### config.mk
export PLATFORM = sky130hd
export DESIGN_NAME = memStage
export DESIGN_NICKNAME = d
export VERILOG_FILES = /design/src/cpuPkg.sv /design/src/memStageReg.sv /design/src/storeAligner.sv /design/src/loadAligner.sv /design/src/memAccessCtrl.sv /design/src/accessTimer.sv /design/src/memStage.sv
export SDC_FILE = /design/constraint.sdc
export NUM_CORES = 1
export LEC_CHECK = 0
export ABC_CLOCK_PERIOD_IN_PS = 5750
export BUFFER_PORTS_ARGS = -buffer_cell sky130_fd_sc_hd__buf_2
export CAP_MARGIN = 10
export CORE_AREA = 10 10 186 188
export CTS_BUF_LIST = sky130_fd_sc_hd__clkbuf_8
export DETAILED_ROUTE_END_ITERATION = 10
export DIE_AREA = 0 0 196 198
export GPL_TIMING_DRIVEN = 1
export HOLD_SLACK_MARGIN = 0.12
export MAX_ROUTING_LAYER = met4
export PLACE_DENSITY = 0.65
export SYNTH_ARGS = -nofsm -noshare
export SYNTH_HDL_FRONTEND = slang
export SYNTH_HIERARCHICAL = 1
export SYNTH_SLANG_ARGS = --single-unit
### constraint.sdc
create_clock -name clk -period 5.75 [get_ports clk]
set_clock_uncertainty 0.1 [all_clocks]
set_input_delay 0.8625 -clock clk [delete_from_list [all_inputs] [get_ports clk]]
set_output_delay 0.8625 -clock clk [all_outputs]
set_load 0.01 [all_outputs]
### src/cpuPkg.sv
package cpuPkg;

    // ########################################
    // Stage constants
    // ########################################
    localparam int MEM_TIMEOUT = 16;             // Wait cycles before bus error
    localparam int TIMER_WIDTH = 5;              // Wide enough for MEM_TIMEOUT

    // ########################################
    // Load and store kinds
    // ########################################
    typedef enum logic [2:0] {
        LD_NONE,
        LD_LB,
        LD_LBU,
        LD_LH,
        LD_LHU,
        LD_LW
    } loadType_t;

    typedef enum logic [1:0] {
        ST_NONE,
        ST_SB,
        ST_SH,
        ST_SW
    } storeType_t;

    // ########################################
    // Exception flags and stage bundles
    // ########################################
    typedef struct packed {
        logic [7:0]  upstream;                   // Flags raised by IF/ID/EXE
        logic        adEL;                       // Load address error
        logic        adES;                       // Store address error
        logic        busErr;                     // Memory did not answer
    } exceptType_t;

    typedef struct packed {
        logic [31:0] aluOut;                     // Address or ALU result
        logic [31:0] storeData;
        logic [31:0] pc;
        logic [31:0] instr;
        logic        isBranch;
        logic        isImmeJump;
        loadType_t   loadType;
        storeType_t  storeType;
        logic [4:0]  dst;
        logic        regsWr;
        logic [1:0]  wbSel;
        exceptType_t except;
        logic [31:0] hi;
        logic [31:0] lo;
        logic        valid;                      // Zero marks a bubble
    } exeMemBundle_t;

    typedef struct packed {
        logic [31:0] result;                     // Load data or aluOut
        logic [31:0] pc;
        logic [31:0] instr;
        logic [4:0]  dst;
        logic        regsWr;
        logic [1:0]  wbSel;
        exceptType_t except;
        logic [31:0] hi;
        logic [31:0] lo;
    } memWbBundle_t;

    // Read word, lane 0 sits at address offset 0
    typedef union packed {
        logic [3:0][7:0]  bytes;
        logic [1:0][15:0] halves;
    } dataWord_u;

endpackage

### src/memStageReg.sv
`timescale 1ns/1ps

module memStageReg import cpuPkg::*; (
    input  logic          clk,
    input  logic          rstN,
    input  logic          flush,
    input  logic          wrEn,                  // Low while the stage stalls
    input  exeMemBundle_t exeIn,
    output exeMemBundle_t memOut
);

    // ########################################
    // EXE/MEM register
    // ########################################
    always_ff @(posedge clk) begin
        if (!rstN || flush) begin
            memOut <= '0;                        // Cleared bundle is a bubble
        end else if (wrEn) begin
            memOut.aluOut     <= exeIn.aluOut;
            memOut.storeData  <= exeIn.storeData;
            memOut.pc         <= exeIn.pc;
            memOut.instr      <= exeIn.instr;
            memOut.isBranch   <= exeIn.isBranch;   // Single branch bit only
            memOut.isImmeJump <= exeIn.isImmeJump;
            memOut.loadType   <= exeIn.loadType;
            memOut.storeType  <= exeIn.storeType;
            memOut.dst        <= exeIn.dst;
            memOut.regsWr     <= exeIn.regsWr;
            memOut.wbSel      <= exeIn.wbSel;
            memOut.except     <= exeIn.except;
            memOut.hi         <= exeIn.hi;
            memOut.lo         <= exeIn.lo;
            memOut.valid      <= exeIn.valid;
        end
    end

    // ########################################
    // Checks
    // ########################################

    // A flushed instruction never reaches the memory controller
    flushKillsValid: assert property (
        @(posedge clk) disable iff (!rstN)
        flush |=> !memOut.valid
    );

endmodule

### src/storeAligner.sv
`timescale 1ns/1ps

module storeAligner import cpuPkg::*; (
    input  storeType_t  storeType,
    input  logic [31:0] addr,
    input  logic [31:0] storeData,
    output logic [3:0]  byteEn,
    output logic [31:0] wData,
    output logic        adES
);

    logic [3:0] laneEn;                          // Enables before error masking

    always_comb begin
        laneEn = 4'b0000;
        wData  = storeData;
        adES   = 1'b0;
        case (storeType)
            ST_SB: begin
                laneEn = 4'b0001 << addr[1:0];
                wData  = {4{storeData[7:0]}};    // Byte on every lane
            end
            ST_SH: begin
                laneEn = addr[1] ? 4'b1100 : 4'b0011;
                wData  = {2{storeData[15:0]}};   // Half on both halves
                adES   = addr[0];
            end
            ST_SW: begin
                laneEn = 4'b1111;
                adES   = |addr[1:0];
            end
            default: begin
                laneEn = 4'b0000;                // No store
            end
        endcase
    end

    // Misaligned store touches no lane
    assign byteEn = adES ? 4'b0000 : laneEn;

endmodule

### src/loadAligner.sv
`timescale 1ns/1ps

module loadAligner import cpuPkg::*; (
    input  loadType_t   loadType,
    input  logic [31:0] addr,
    input  dataWord_u   rData,
    output logic [31:0] loadData,
    output logic        adEL
);

    logic [7:0]  selByte;
    logic [15:0] selHalf;

    // Lane picks straight off the union views
    assign selByte = rData.bytes[addr[1:0]];
    assign selHalf = rData.halves[addr[1]];

    always_comb begin
        loadData = rData;
        adEL     = 1'b0;
        case (loadType)
            LD_LB: begin
                loadData = {{24{selByte[7]}}, selByte};
            end
            LD_LBU: begin
                loadData = {24'h000000, selByte};
            end
            LD_LH: begin
                loadData = {{16{selHalf[15]}}, selHalf};
                adEL     = addr[0];
            end
            LD_LHU: begin
                loadData = {16'h0000, selHalf};
                adEL     = addr[0];
            end
            LD_LW: begin
                loadData = rData;                // Whole word as read
                adEL     = |addr[1:0];
            end
            default: begin
                loadData = rData;                // Not a load, result ignored
            end
        endcase
    end

endmodule

### src/memAccessCtrl.sv
`timescale 1ns/1ps

module memAccessCtrl import cpuPkg::*; (
    input  logic       clk,
    input  logic       rstN,
    input  logic       flush,
    input  logic       valid,
    input  loadType_t  loadType,
    input  storeType_t storeType,
    input  logic       addrErr,                  // adEL or adES of this instruction
    input  logic       dmemValid,
    input  logic       timeout,
    output logic       dmemReq,
    output logic       stall,
    output logic       timerRun,
    output logic       wbValid,
    output logic       busErr
);

    typedef enum logic {
        IDLE,
        WAIT
    } state_t;

    state_t state;
    logic   isMem;
    logic   start;
    logic   done;

    // ########################################
    // Access decode
    // ########################################
    assign isMem = (loadType != LD_NONE) || (storeType != ST_NONE);
    assign start = (state == IDLE) && valid && isMem && !addrErr && !flush;
    assign done  = (state == WAIT) && (dmemValid || timeout) && !flush;

    // ########################################
    // State register
    // ########################################
    always_ff @(posedge clk) begin
        if (!rstN || flush) begin
            state <= IDLE;                       // Abandon any access in flight
        end else if (start) begin
            state <= WAIT;
        end else if (done) begin
            state <= IDLE;                       // Next instruction loads this edge
        end
    end

    assign dmemReq  = start;
    assign stall    = start || ((state == WAIT) && !done && !flush);
    assign timerRun = (state == WAIT);
    assign busErr   = done && !dmemValid;        // Data wins over a late timeout
    assign wbValid  = done ||
                      ((state == IDLE) && valid && !flush && (!isMem || addrErr));

    // ########################################
    // Checks
    // ########################################
    singleReqPulse: assert property (
        @(posedge clk) disable iff (!rstN)
        dmemReq |=> !dmemReq
    );

    noWbWhileStalled: assert property (
        @(posedge clk) disable iff (!rstN)
        !(wbValid && stall)
    );

endmodule

### src/accessTimer.sv
`timescale 1ns/1ps

module accessTimer import cpuPkg::*; (
    input  logic clk,
    input  logic rstN,
    input  logic run,                            // High while an access waits
    output logic timeout
);

    logic [TIMER_WIDTH-1:0] count;

    always_ff @(posedge clk) begin
        if (!rstN || !run) begin
            count <= '0;
        end else begin
            count <= count + 1'b1;
        end
    end

    assign timeout = run && (count == TIMER_WIDTH'(MEM_TIMEOUT));

    // Timeout only after an unbroken wait of MEM_TIMEOUT cycles
    timeoutAfterWait: assert property (
        @(posedge clk) disable iff (!rstN)
        timeout |-> run && $past(run, MEM_TIMEOUT)
    );

endmodule

### src/memStage.sv
`timescale 1ns/1ps

module memStage import cpuPkg::*; (
    input  logic          clk,
    input  logic          rstN,
    input  logic          flush,
    input  exeMemBundle_t exeIn,
    output logic          stall,
    output memWbBundle_t  wbOut,
    output logic          wbValid,
    output logic          dmemReq,
    output logic          dmemWe,
    output logic [31:0]   dmemAddr,
    output logic [3:0]    dmemByteEn,
    output logic [31:0]   dmemWData,
    input  dataWord_u     dmemRData,
    input  logic          dmemValid
);

    exeMemBundle_t memQ;
    logic [31:0]   loadData;
    logic          adEL;
    logic          adES;
    logic          busErr;
    logic          timeout;
    logic          timerRun;

    // ########################################
    // Datapath
    // ########################################
    memStageReg uReg (
        .clk    (clk),
        .rstN   (rstN),
        .flush  (flush),
        .wrEn   (!stall),
        .exeIn  (exeIn),
        .memOut (memQ)
    );

    storeAligner uStore (
        .storeType (memQ.storeType),
        .addr      (memQ.aluOut),
        .storeData (memQ.storeData),
        .byteEn    (dmemByteEn),
        .wData     (dmemWData),
        .adES      (adES)
    );

    loadAligner uLoad (
        .loadType (memQ.loadType),
        .addr     (memQ.aluOut),
        .rData    (dmemRData),
        .loadData (loadData),
        .adEL     (adEL)
    );

    // ########################################
    // Control
    // ########################################
    memAccessCtrl uCtrl (
        .clk       (clk),
        .rstN      (rstN),
        .flush     (flush),
        .valid     (memQ.valid),
        .loadType  (memQ.loadType),
        .storeType (memQ.storeType),
        .addrErr   (adEL || adES),
        .dmemValid (dmemValid),
        .timeout   (timeout),
        .dmemReq   (dmemReq),
        .stall     (stall),
        .timerRun  (timerRun),
        .wbValid   (wbValid),
        .busErr    (busErr)
    );

    accessTimer uTimer (
        .clk     (clk),
        .rstN    (rstN),
        .run     (timerRun),
        .timeout (timeout)
    );

    assign dmemWe   = (memQ.storeType != ST_NONE);
    assign dmemAddr = memQ.aluOut;

    // Write-back bundle
    assign wbOut.result = (memQ.loadType != LD_NONE) ? loadData : memQ.aluOut;
    assign wbOut.pc     = memQ.pc;
    assign wbOut.instr  = memQ.instr;
    assign wbOut.dst    = memQ.dst;
    assign wbOut.regsWr = memQ.regsWr;
    assign wbOut.wbSel  = memQ.wbSel;
    assign wbOut.hi     = memQ.hi;
    assign wbOut.lo     = memQ.lo;
    assign wbOut.except = '{upstream: memQ.except.upstream,
                            adEL:     adEL,
                            adES:     adES,
                            busErr:   busErr};

endmodule

==> out/results.txt <==
max-slew violation count: 0
period utilization: 0.765
crit path cell chain: nor2_2 > inv_1 > o21ai_1 > a221o_1 > mux2_2 > buf_2
I/O pins: 506
CTS tree: yes
vias in the first global route: 9222
Setup crit end kind: primary output
largest net degree at the start of global routing: 118
slew margin rel.: 0.168
Post-Syn Nets: 1303
Nets: 1765
RD Place Congestion: 0.842
grt ovf: 0
Final ANT Viol Nets: 0
share of layout cells above drive strength 1: 0.397
YS warnings: 6
via count: 9203
Hold Vio Cnt, Final: 0
Slowest-stage cell, CP: o21ai_1
first-pass GRT wire length: 53000 µm
LEAKAGE: 7.90 nW
DP Cell Count: 1862
crit-path max FO: 28
unrepaired setup endpoints after global routing: no
Tot GR Track Use: 0.173
highest cell delay on the worst timing path: 0.85 ns
DRT iter0 DRCs: 413
Clock Tree Buf Depth: 3
register clock-pin slew on the reported worst setup and hold paths: 0.06 ns
Setup Viol. Count Final: 0
Syn Inst Count: 1041
CP Data Required Time: 4.79 ns
Die ar.: 38800 µm²
status: complete, no violations
vias per cell: 4.76
antenna violations before repair: 2
power per cell area: 273 nW/µm²
CP Buf/Inv Count: 2
drt drc: 0
utilization after layout: 0.428
Die W: 196 µm
fmax: 227 MHz
critical path launch point type: register
Sinks on Clock Net: 220
die height: 198 µm
VDD IR-drop max: 185 µV
Starting Density: 0.331
drt pass-1 iters: 5
# port buffers: 500
CP top delay family: compound AO/OA/AOI/OAI gates
Critical Path AT: 3.44 ns
Hold/Removal Path Class: reg2reg
# Post-CTS Setup Buffers: 0
syn avg cell area: 9.88 µm²
crit path time final: 4.40 ns
Synth Cell Area: 10300 µm²
worst slew pin tran: 1.25 ns
number of CTS-inserted buffers: 41
DRT Wirelength: 35500 µm
# H-tree levels: 2
WL per Instance: 18.4 µm
Gates resized, CTS repair: 0
Setup TNS: 0 ns
WS Path Type: reg2out
maxcap violations: 0
fin cells: 1932
CORE AREA: 31100 µm²
P&R area growth vs syn: 29.4%
root buffer cell: clkbuf_8
Row Count: 65
hpwl dp: 26700 µm
Skew-Pair Late Insertion Delay: 0.54 ns
hold buffer count at CTS: 0
## where the power goes
part | switching (mW) | leakage [nW] | internal, mW
sequential | 0.0438 | 1.81 | 1.59
clock | 0.658 | 0.441 | 0.788
combinational | 0.295 | 5.65 | 0.258
## state kept, by name, indices dropped and copies added (netlist names)
| signal | count |
|---|---|
| uReg/memOut | 214 |
| uTimer/count | 5 |
| uCtrl/timerRun | 1 |
## layout make-up
| type | count | area [µm²] |
|---|---|---|
| diodes | 2 | 5.00 |
| clock buffers | 47 | 647 |
| clock inverters | 21 | 126 |
| fillers | 3116 | 17800 |
| inverters | 25 | 101 |
| multi-input cells | 707 | 4960 |
| flip-flops and latches | 220 | 4400 |
| well taps | 402 | 503 |
| repair buffers | 508 | 2560 |
## worst paths after layout
| check | from | to | slack [ns] | cells after the start |
|---|---|---|---|---|
| worst max-delay path | uReg/memOut[86] | wbOut[171] | 1.35 | 6 |
| worst min-delay path | uTimer/count[0] | uTimer/count[0] | 0.37 | 1 |
| worst max register to register | uReg/memOut[87] | uReg/memOut[92] | 1.67 | 11 |
| worst min register to register | uTimer/count[0] | uTimer/count[0] | 0.37 | 1 |
## per-layer routing
layer	GRT usage	vias up	routed length [µm]
met1	0.201	4307	14400
met4	0.0464	0	587
li1	-	4510	-
met5	-	-	0
met2	0.291	341	17900
met3	0.0450	45	2560
## stage by stage
stage          area (µm²)  setup slack [ns]  hold WS (ns)  power (mW)
6_report            13300              1.35         0.368        3.63
5_1_grt             13300              1.13         0.397        3.82
4_1_cts             13300              1.38         0.373        3.70
3_5_place_dp        12500              1.50         0.357        2.22
3_3_place_gp        12500              1.61         0.348        2.21
2_1_floorplan       10300              2.66         0.330        1.99
## layout by cell type, fill, tap and decap left out, types with 3 or more instances in the layout
| cell | count |
|---|---|
| buf_2 | 500 |
| nor2_1 | 230 |
| mux2i_1 | 225 |
| dfxtp_1 | 220 |
| nand2_1 | 54 |
| clkbuf_8 | 47 |
| inv_1 | 38 |
| mux2_2 | 31 |
| o21ai_0 | 17 |
| o22ai_1 | 17 |
| a221o_1 | 16 |
| a21oi_1 | 15 |
| a22oi_1 | 15 |
| a32oi_1 | 9 |
| a211o_1 | 9 |
| a22o_1 | 9 |
| buf_4 | 8 |
| ha_1 | 7 |
| nand3_1 | 6 |
| nor2b_1 | 5 |
| clkinvlp_4 | 3 |
| nand2b_1 | 3 |
(Power assumes the default switching activity.)
